--- src/cci_mpf_pkg.sv ---
// ==========================================================================
// Shared widths, request and response structs and the Tx buffer threshold
// for the CCI request multiplexer. Modules import it inside their bodies
// and use scoped names in their port lists.
// ==========================================================================

`default_nettype none

package cci_mpf_pkg;

    // Number of client ports on the AFU side
    localparam int N_AFU_PORTS = 4;

    // Field widths
    localparam int PORT_IDX_BITS  = $clog2(N_AFU_PORTS);
    localparam int LINE_ADDR_BITS = 16;
    localparam int LINE_DATA_BITS = 32;
    localparam int MDATA_BITS     = 8;

    // The FIU-side tag is the port index placed above the client metadata
    localparam int FIU_MDATA_BITS = PORT_IDX_BITS + MDATA_BITS;

    // Almost-full rises when this many free slots or fewer remain
    localparam int TX_ALMOST_FULL_THRESHOLD = 4;

    typedef logic [PORT_IDX_BITS-1:0]  t_port_idx;
    typedef logic [LINE_ADDR_BITS-1:0] t_line_addr;
    typedef logic [LINE_DATA_BITS-1:0] t_line_data;
    typedef logic [MDATA_BITS-1:0]     t_mdata;
    typedef logic [FIU_MDATA_BITS-1:0] t_fiu_mdata;

    // ======================================================================
    // Tx requests
    // ======================================================================

    typedef struct packed {
        logic       valid;
        t_line_addr addr;
        t_mdata     mdata;
    } t_c0_tx;

    typedef struct packed {
        logic       valid;
        t_line_addr addr;
        t_line_data data;
        t_mdata     mdata;
    } t_c1_tx;

    typedef struct packed {
        logic       valid;
        t_line_addr addr;
        t_fiu_mdata mdata;
    } t_c0_tx_fiu;

    typedef struct packed {
        logic       valid;
        t_line_addr addr;
        t_line_data data;
        t_fiu_mdata mdata;
    } t_c1_tx_fiu;

    // One lockstep buffer entry, with c0 in the upper bits
    typedef struct packed {
        t_c0_tx c0;
        t_c1_tx c1;
    } t_lockstep_tx;

    // ======================================================================
    // Rx responses
    // ======================================================================

    typedef struct packed {
        logic       valid;
        t_line_data data;
        t_mdata     mdata;
    } t_c0_rx;

    typedef struct packed {
        logic   valid;
        t_mdata mdata;
    } t_c1_rx;

    typedef struct packed {
        logic       valid;
        t_line_data data;
        t_fiu_mdata mdata;
    } t_c0_rx_fiu;

    typedef struct packed {
        logic       valid;
        t_fiu_mdata mdata;
    } t_c1_rx_fiu;

endpackage

`default_nettype wire

--- src/cci_mpf_prim_fifo_lutram.sv ---
// ==========================================================================
// Small FIFO in distributed RAM with a combinational head. The occupancy
// count drives not_empty and a registered almost_full level.
// ==========================================================================

`default_nettype none

module cci_mpf_prim_fifo_lutram
#(
    parameter int N_DATA_BITS = 32,
    parameter int N_ENTRIES   = 6,
    parameter int THRESHOLD   = 4
)
(
    input  wire logic                   clk,
    input  wire logic                   reset,

    input  wire logic [N_DATA_BITS-1:0] enq_data,
    input  wire logic                   enq_en,

    output logic      [N_DATA_BITS-1:0] first,
    input  wire logic                   deq_en,

    output logic                        not_empty,
    output logic                        almost_full
);

    localparam int PTR_BITS = $clog2(N_ENTRIES);
    localparam int CNT_BITS = $clog2(N_ENTRIES + 1);

    // Entry storage, addressed by the read and write pointers
    logic [N_DATA_BITS-1:0] mem [N_ENTRIES];

    logic [PTR_BITS-1:0] wr_ptr;
    logic [PTR_BITS-1:0] rd_ptr;
    logic [CNT_BITS-1:0] count;
    logic [CNT_BITS-1:0] count_next;
    logic                full;

    assign full      = (count == CNT_BITS'(N_ENTRIES));
    assign not_empty = (count != '0);

    // The head is read straight out of the array
    assign first = mem[rd_ptr];

    always_ff @(posedge clk)
    begin
        if (enq_en)
        begin
            mem[wr_ptr] <= enq_data;
        end
    end

    // Occupancy after this edge, used for both the count and almost_full
    always_comb
    begin
        count_next = count;
        if (enq_en && !deq_en)
        begin
            count_next = count + 1'b1;
        end
        else if (deq_en && !enq_en)
        begin
            count_next = count - 1'b1;
        end
    end

    always_ff @(posedge clk)
    begin
        if (reset)
        begin
            wr_ptr      <= '0;
            rd_ptr      <= '0;
            count       <= '0;
            almost_full <= 1'b0;
        end
        else
        begin
            // Pointers wrap at N_ENTRIES, which need not be a power of two
            if (enq_en)
            begin
                wr_ptr <= (wr_ptr == PTR_BITS'(N_ENTRIES - 1)) ? '0 : wr_ptr + 1'b1;
            end
            if (deq_en)
            begin
                rd_ptr <= (rd_ptr == PTR_BITS'(N_ENTRIES - 1)) ? '0 : rd_ptr + 1'b1;
            end
            count <= count_next;

            // Free slots at or below THRESHOLD raise the level
            almost_full <= (count_next >= CNT_BITS'(N_ENTRIES - THRESHOLD));
        end
    end

    a_no_overflow: assert property (@(posedge clk) disable iff (reset)
        enq_en |-> !full)
        else $error("FIFO enqueue while full");

    a_no_underflow: assert property (@(posedge clk) disable iff (reset)
        deq_en |-> not_empty)
        else $error("FIFO dequeue while empty");

endmodule

`default_nettype wire

--- src/cci_mpf_shim_buffer_lockstep_afu.sv ---
// ==========================================================================
// Per-port Tx buffer that holds the c0 and c1 requests of one cycle as a
// single entry. Both channels leave together on one deq strobe.
// ==========================================================================

`default_nettype none

module cci_mpf_shim_buffer_lockstep_afu
(
    input  wire logic                        clk,
    input  wire logic                        reset,

    // Raw requests from the client
    input  wire cci_mpf_pkg::t_c0_tx         c0_tx,
    input  wire cci_mpf_pkg::t_c1_tx         c1_tx,

    // A single strobe moves both channels out of the buffer
    input  wire logic                        deq,
    output cci_mpf_pkg::t_lockstep_tx        head,

    output logic                             alm_full
);

    import cci_mpf_pkg::*;

    logic         enq_en;
    logic         not_empty;
    t_lockstep_tx enq_entry;
    t_lockstep_tx first;

    // A request exists when either channel carries a valid bit
    assign enq_en = c0_tx.valid || c1_tx.valid;

    // The struct fixes the field order on both sides of the FIFO
    assign enq_entry.c0 = c0_tx;
    assign enq_entry.c1 = c1_tx;

    // ======================================================================
    // Head of the buffer
    // ======================================================================

    always_comb
    begin
        head = first;

        // Stale array contents must not look like requests
        head.c0.valid = first.c0.valid && not_empty;
        head.c1.valid = first.c1.valid && not_empty;
    end

    // Depth leaves two slots beyond the almost-full threshold
    cci_mpf_prim_fifo_lutram
    #(
        .N_DATA_BITS ($bits(t_lockstep_tx)),
        .N_ENTRIES   (TX_ALMOST_FULL_THRESHOLD + 2),
        .THRESHOLD   (TX_ALMOST_FULL_THRESHOLD)
    )
    i_fifo
    (
        .clk,
        .reset,
        .enq_data    (enq_entry),
        .enq_en,
        .first,
        .deq_en      (deq),
        .not_empty,
        .almost_full (alm_full)
    );

    // The arbiter may only pull an entry that it saw as a request
    a_deq_has_request: assert property (@(posedge clk) disable iff (reset)
        deq |-> (head.c0.valid || head.c1.valid))
        else $error("Lockstep buffer dequeued without a valid head");

endmodule

`default_nettype wire

--- src/cci_mpf_rx_demux.sv ---
// ==========================================================================
// Rx response demultiplexer. Registers each FIU response, strips the port
// tag and presents it on the owning port one cycle later.
// ==========================================================================

`default_nettype none

module cci_mpf_rx_demux
(
    input  wire logic                     clk,
    input  wire logic                     reset,

    input  wire cci_mpf_pkg::t_c0_rx_fiu  fiu_c0_rx,
    input  wire cci_mpf_pkg::t_c1_rx_fiu  fiu_c1_rx,

    output cci_mpf_pkg::t_c0_rx           c0_rx [cci_mpf_pkg::N_AFU_PORTS],
    output cci_mpf_pkg::t_c1_rx           c1_rx [cci_mpf_pkg::N_AFU_PORTS]
);

    import cci_mpf_pkg::*;

    // Port tags sit above the client metadata in the FIU tag
    t_port_idx c0_port;
    t_port_idx c1_port;

    assign c0_port = fiu_c0_rx.mdata[FIU_MDATA_BITS-1:MDATA_BITS];
    assign c1_port = fiu_c1_rx.mdata[FIU_MDATA_BITS-1:MDATA_BITS];

    // ======================================================================
    // Response registers
    // ======================================================================

    always_ff @(posedge clk)
    begin
        // Payload is broadcast to every port, only the valid bit selects
        for (int p = 0; p < N_AFU_PORTS; p++)
        begin
            c0_rx[p].data  <= fiu_c0_rx.data;
            c0_rx[p].mdata <= fiu_c0_rx.mdata[MDATA_BITS-1:0];
            c1_rx[p].mdata <= fiu_c1_rx.mdata[MDATA_BITS-1:0];
        end

        if (reset)
        begin
            for (int p = 0; p < N_AFU_PORTS; p++)
            begin
                c0_rx[p].valid <= 1'b0;
                c1_rx[p].valid <= 1'b0;
            end
        end
        else
        begin
            // The Rx side has no back-pressure, so a response is never held
            for (int p = 0; p < N_AFU_PORTS; p++)
            begin
                c0_rx[p].valid <= fiu_c0_rx.valid && (c0_port == t_port_idx'(p));
                c1_rx[p].valid <= fiu_c1_rx.valid && (c1_port == t_port_idx'(p));
            end
        end
    end

endmodule

`default_nettype wire

--- src/cci_mpf_tx_arbiter.sv ---
// ==========================================================================
// Round-robin Tx arbiter. Grants one buffer head per cycle, strobes its deq
// and registers the pair onto the FIU outputs with the port index as tag.
// ==========================================================================

`default_nettype none

module cci_mpf_tx_arbiter
(
    input  wire logic                          clk,
    input  wire logic                          reset,

    // Masked heads of the per-port lockstep buffers
    input  wire cci_mpf_pkg::t_lockstep_tx     heads [cci_mpf_pkg::N_AFU_PORTS],
    input  wire logic                          fiu_tx_alm_full,

    output logic [cci_mpf_pkg::N_AFU_PORTS-1:0] deq,

    output cci_mpf_pkg::t_c0_tx_fiu            fiu_c0_tx,
    output cci_mpf_pkg::t_c1_tx_fiu            fiu_c1_tx
);

    import cci_mpf_pkg::*;

    logic [N_AFU_PORTS-1:0] req;
    t_port_idx              last_grant;
    t_port_idx              cand;
    t_port_idx              grant_idx;
    logic                   grant_found;
    logic                   grant;

    // A head with either valid bit set is a request
    always_comb
    begin
        for (int p = 0; p < N_AFU_PORTS; p++)
        begin
            req[p] = heads[p].c0.valid || heads[p].c1.valid;
        end
    end

    // ======================================================================
    // Grant selection
    // ======================================================================

    // Search starts one past the last winner and wraps around
    always_comb
    begin
        grant_found = 1'b0;
        grant_idx   = last_grant;
        cand        = last_grant;
        for (int i = 1; i <= N_AFU_PORTS; i++)
        begin
            cand = t_port_idx'((int'(last_grant) + i) % N_AFU_PORTS);
            if (!grant_found && req[cand])
            begin
                grant_found = 1'b1;
                grant_idx   = cand;
            end
        end
    end

    // The FIU stop level blocks any grant in this cycle
    assign grant = grant_found && !fiu_tx_alm_full;

    always_comb
    begin
        deq = '0;
        if (grant)
        begin
            deq[grant_idx] = 1'b1;
        end
    end

    always_ff @(posedge clk)
    begin
        fiu_c0_tx.addr  <= heads[grant_idx].c0.addr;
        fiu_c0_tx.mdata <= {grant_idx, heads[grant_idx].c0.mdata};
        fiu_c1_tx.addr  <= heads[grant_idx].c1.addr;
        fiu_c1_tx.data  <= heads[grant_idx].c1.data;
        fiu_c1_tx.mdata <= {grant_idx, heads[grant_idx].c1.mdata};

        if (reset)
        begin
            fiu_c0_tx.valid <= 1'b0;
            fiu_c1_tx.valid <= 1'b0;
            // Port 0 wins first after reset
            last_grant      <= t_port_idx'(N_AFU_PORTS - 1);
        end
        else
        begin
            fiu_c0_tx.valid <= grant && heads[grant_idx].c0.valid;
            fiu_c1_tx.valid <= grant && heads[grant_idx].c1.valid;
            if (grant)
            begin
                last_grant <= grant_idx;
            end
        end
    end

    a_deq_onehot: assert property (@(posedge clk) disable iff (reset)
        $onehot0(deq))
        else $error("Arbiter dequeued more than one buffer");

endmodule

`default_nettype wire

--- src/cci_mpf_mux_top.sv ---
// ==========================================================================
// Top of the CCI request multiplexer. Connects the Rx demux, one lockstep
// buffer per client port and the round-robin Tx arbiter.
// ==========================================================================

`default_nettype none

module cci_mpf_mux_top
(
    input  wire logic                           clk,
    input  wire logic                           reset,

    // AFU side, one entry per client port
    input  wire cci_mpf_pkg::t_c0_tx            afu_c0_tx [cci_mpf_pkg::N_AFU_PORTS],
    input  wire cci_mpf_pkg::t_c1_tx            afu_c1_tx [cci_mpf_pkg::N_AFU_PORTS],
    output logic [cci_mpf_pkg::N_AFU_PORTS-1:0] afu_tx_alm_full,
    output cci_mpf_pkg::t_c0_rx                 afu_c0_rx [cci_mpf_pkg::N_AFU_PORTS],
    output cci_mpf_pkg::t_c1_rx                 afu_c1_rx [cci_mpf_pkg::N_AFU_PORTS],

    // FIU side
    output cci_mpf_pkg::t_c0_tx_fiu             fiu_c0_tx,
    output cci_mpf_pkg::t_c1_tx_fiu             fiu_c1_tx,
    input  wire logic                           fiu_tx_alm_full,
    input  wire cci_mpf_pkg::t_c0_rx_fiu        fiu_c0_rx,
    input  wire cci_mpf_pkg::t_c1_rx_fiu        fiu_c1_rx
);

    import cci_mpf_pkg::*;

    logic [N_AFU_PORTS-1:0] deq;
    t_lockstep_tx           heads [N_AFU_PORTS];

    // Responses go straight back to their ports
    cci_mpf_rx_demux i_rx_demux
    (
        .clk,
        .reset,
        .fiu_c0_rx,
        .fiu_c1_rx,
        .c0_rx (afu_c0_rx),
        .c1_rx (afu_c1_rx)
    );

    // One lockstep buffer per client keeps its reads and writes in order
    for (genvar p = 0; p < N_AFU_PORTS; p++)
    begin : g_port
        cci_mpf_shim_buffer_lockstep_afu i_buffer
        (
            .clk,
            .reset,
            .c0_tx    (afu_c0_tx[p]),
            .c1_tx    (afu_c1_tx[p]),
            .deq      (deq[p]),
            .head     (heads[p]),
            .alm_full (afu_tx_alm_full[p])
        );
    end

    cci_mpf_tx_arbiter i_tx_arbiter
    (
        .clk,
        .reset,
        .heads,
        .fiu_tx_alm_full,
        .deq,
        .fiu_c0_tx,
        .fiu_c1_tx
    );

endmodule

`default_nettype wire

--- config.mk ---
export PLATFORM = sky130hd
export DESIGN_NAME = cci_mpf_mux_top
export DESIGN_NICKNAME = d
export VERILOG_FILES = /design/src/cci_mpf_pkg.sv /design/src/cci_mpf_prim_fifo_lutram.sv /design/src/cci_mpf_shim_buffer_lockstep_afu.sv /design/src/cci_mpf_rx_demux.sv /design/src/cci_mpf_tx_arbiter.sv /design/src/cci_mpf_mux_top.sv
export SDC_FILE = /design/constraint.sdc
export NUM_CORES = 2
export LEC_CHECK = 0
export BUFFER_PORTS_ARGS = -buffer_cell sky130_fd_sc_hd__buf_4
export CAP_MARGIN = 15
export CORE_MARGIN = 1.5
export CORE_UTILIZATION = 49
export CTS_BUF_LIST = sky130_fd_sc_hd__clkbuf_2
export DETAILED_ROUTE_END_ITERATION = 16
export MAX_ROUTING_LAYER = met4
export PLACE_DENSITY = 0.68
export SLEW_MARGIN = 20
export SYNTH_ARGS = -nofsm -noshare
export SYNTH_HDL_FRONTEND = slang
export SYNTH_SLANG_ARGS = --single-unit
--- constraint.sdc ---
create_clock -name clk -period 18.8 [get_ports clk]
set_input_delay 1.88 -clock clk [delete_from_list [all_inputs] [get_ports clk]]
set_output_delay 1.88 -clock clk [all_outputs]
set_load 0.005 [all_outputs]
==> results.py <==
metrics = {
    "status": {
        "run_status": "finished, final reports clean",
    },
    "route": {
        "ant_nets": 0,
        "via_per_inst": 5.55,
        "wl_mm": 200,
        "dr.first_iter.drc_count": 4060,
        "firstDrtPassIters": 5,
        "drc_errors": 0,
        "vias": 44200,
        "wire_per_inst_um": 25.1,
    },
    "worst_setup_path": {
        "crit_fanout": 185,
        "timing.rr.end": "g_port[3].i_buffer.i_fifo.almost_full$_SDFF_PP0_",
        "crit_end": "g_port[3].i_buffer.i_fifo.almost_full$_SDFF_PP0_",
        "crit_arrival_ns": 6.64,
        "max_stage_delay_ns": 0.82,
        "critPathKind": "reg2reg",
        "worst_setup_path_start_kind": "register",
        "crit_path_cell_trace": "buf_4 -> mux2i_1 -> nand4_1 -> nand4_1 -> and3_4 -> nor3_4 -> buf_4 -> buf_12 -> nor3_2 -> maj3_1 -> a22o_1 -> a21oi_1",
        "cpMaxStageDelayCell": "buf_4",
        "reg2reg_depth": 12,
        "end_kind": "register",
        "required_ns": 20.43,
        "r2r_slack_ns": 13.79,
    },
    "global_routing": {
        "track_usage_pct": 23.9,
        "first_global_vias": 43300,
        "grt_overflow_total": 0,
        "grt_max_degree": 186,
        "antenna_found_initial": 72,
        "grt_pass1_wl_mm": 285,
    },
    "synth": {
        "synthFlopType": "edfxtp_1",
        "synth_edf_count": 1968,
        "synthArstFlopShare_pct": 0,
        "ys_seq_area_share_pct": 76.7,
        "ys_seq_elements": 2162,
        "synth_cells": 4380,
        "avgSynthCellArea_um2": 18.7,
        "yosysWarnings": 0,
        "syn_nets": 4777,
        "synth_cell_types": 54,
        "netlist_area_mm2": 0.0821,
    },
    "clocking": {
        "cts_tree": "yes",
        "cts_sinks": 2162,
        "htreeDepth": 6,
        "clkSlewWorstSetupHoldPaths_ns": 0.11,
        "clock_latency_ns": 1.77,
        "root_buffer": "clkbuf_2",
        "cts-buffers-inserted": 558,
        "clock_path_buffers": 4,
        "post_cts_buffers": 0,
    },
    "sta": {
        "slew_headroom_pct": 17.3,
        "finalMaxSlewViolations": 0,
        "fin_crit_sh_pct": 26.6,
        "fin_crit_ns": 5.01,
        "hold-worst-slack_ns": 0.258,
        "hold_viol": 0,
        "rsz0062_at_grt": "false",
        "max_slew.worst_pin.slew_ns": 1.24,
        "fin_tns_setup_ns": 0,
        "max_clock_freq_mhz": 200,
        "skew_ns": 0.106,
        "setup_viol": 0,
    },
    "floorplanning": {
        "die_area_mm2": 0.170,
        "rows": 150,
        "die_x_um": 412,
        "coreArea_mm2": 0.167,
        "pin_count": 675,
        "initial_core_util_pct": 49.2,
        "dieHeight_um": 412,
    },
    "pwr": {
        "ir_drop_uv": 313,
        "p_leak_nw": 32.1,
        "power_density_mw_per_mm2": 132,
    },
    "worst_hold_path": {
        "worstHoldStart": "fiu_c1_rx[7]",
        "hp-class": "in2reg",
    },
    "place": {
        "place_inst": 6937,
        "gp_congestion": 0.878,
        "dpl-instance-area_mm2": 0.0887,
        "numPortBuffers": 674,
        "hpwl_mm": 125,
    },
    "finish": {
        "fin_nets": 5722,
        "fin_area_mm2": 0.0939,
        "fill_cells": 13000,
        "layoutNonFillerInstCount": 7969,
        "final_cell_mix": "1968 x edfxtp_1, 814 x clkbuf_2, 743 x buf_4, 350 x mux2i_1, 321 x mux4_2",
        "layout_commonest_cell": "edfxtp_1",
        "seq_area_mm2": 0.0630,
        "multi_input_area_mm2": 0.0172,
        "syn2layout_area_growth_pct": 14.4,
        "drive_gt1_share_pct": 34.6,
    },
    "run": {
        "maxCapViolCount": 0,
    },
}
-- registers in the layout (all words and copies together) (netlist names), named ones only --
register                            count
g_port.i_buffer.i_fifo.wr_ptr          12
i_tx_arbiter.fiu_c0_tx                 27
g_port.i_buffer.i_fifo.count           12
g_port.i_buffer.i_fifo.rd_ptr          12
g_port.i_buffer.i_fifo.almost_full      4
i_rx_demux.c0_rx                       44
i_tx_arbiter.fiu_c1_tx                 57
i_rx_demux.c1_rx                       12
g_port.i_buffer.i_fifo.mem           1968
i_tx_arbiter.last_grant                 2
-- final cells by class --
cell class | instances | area share [%]
Tap cell | 2204 | 2.94
Clock inverter | 127 | 0.775
Timing Repair Buffer | 779 | 6.37
Inverter | 16 | 0.0693
Sequential cell | 2162 | 67.1
Clock buffer | 814 | 4.34
Multi-Input combinational cell | 1808 | 18.3
Antenna cell | 59 | 0.157
-- critical path: cells and delay by family (launching register included) --
kind | cells | cell delay (ns)
and+or+nand+nor | 5 | 1.28
AOI/OAI and AO/OA | 2 | 0.34
muxes | 1 | 0.23
DFF | 1 | 0.59
buffers and inverters | 3 | 1.89
adders and majority gates | 1 | 0.41
-- metrics by stage --
stage	setup WS, ns	total power [W]	util [%]
after floorplan	7.48	0.00814	-
after global placement	13.87	0.00930	53.1
after detailed placement	13.76	0.00938	53.1
after CTS	13.68	0.0125	56.2
after global routing	13.45	0.0130	56.3
final	13.79	0.0124	56.3
-- logic make-up after synthesis --
family,after synthesis,synth area share (%)
fa+ha+maj,16,0.232
buf+inv,410,2.61
xor+xnor,20,0.213
mux,673,13.1
flops,2162,76.7
compound gates,625,4.65
simple gates,474,2.49
-- Yosys cell counts, drive strengths merged (9+ instances only) --
library cell,number,area [µm²]
nor2,215,807
dfxtp,194,3880
nor3b,9,67.6
clkbuf,165,619
xnor2,16,140
inv,16,60.1
edfxtp,1968,59100
ha,12,150
nor3,19,134
nand2,180,676
buf,229,1460
mux2i,351,3530
mux4,321,7230
a211oi,241,1810
a21oi,183,916
o21ai,176,881
nand2b,10,62.6
-- what timing repair did --
action                    CTS  global route
hold buffers               32             0
hold endpoints to repair   32             0
gates resized for setup     0             0
-- where the power goes --
group | leakage, nW | total, W | internal, W | switching, W
sequential | 19.7 | 0.00589 | 0.00564 | 0.000250
combinational | 8.60 | 0.00339 | 0.00133 | 0.00206
clock | 3.77 | 0.00308 | 0.00127 | 0.00181
total | 32.1 | 0.0124 | 0.00824 | 0.00412
-- worst min-delay path by stage --
stage | to | depth (start not counted)
after global placement | g_port[2].i_buffer.i_fifo.rd_ptr[2]$_SDFFE_PP0N_ | 2
after global routing | i_rx_demux.c0_rx[136]$_DFF_P_ | 1
after CTS | i_rx_demux.c1_rx[30]$_DFF_P_ | 1
after detailed placement | register | 2
final | i_rx_demux.c1_rx[34]$_DFF_P_ | 1
after floorplan | register | 2
-- layer usage --
metal | global-route usage (%) | part of all wire, %
met1 | 33.5 | 43
met2 | 33.3 | 45
met3 | 7.75 | 9.9
met4 | 7.16 | 2.0
met5 | - | 0
(Power assumes the default switching activity.)
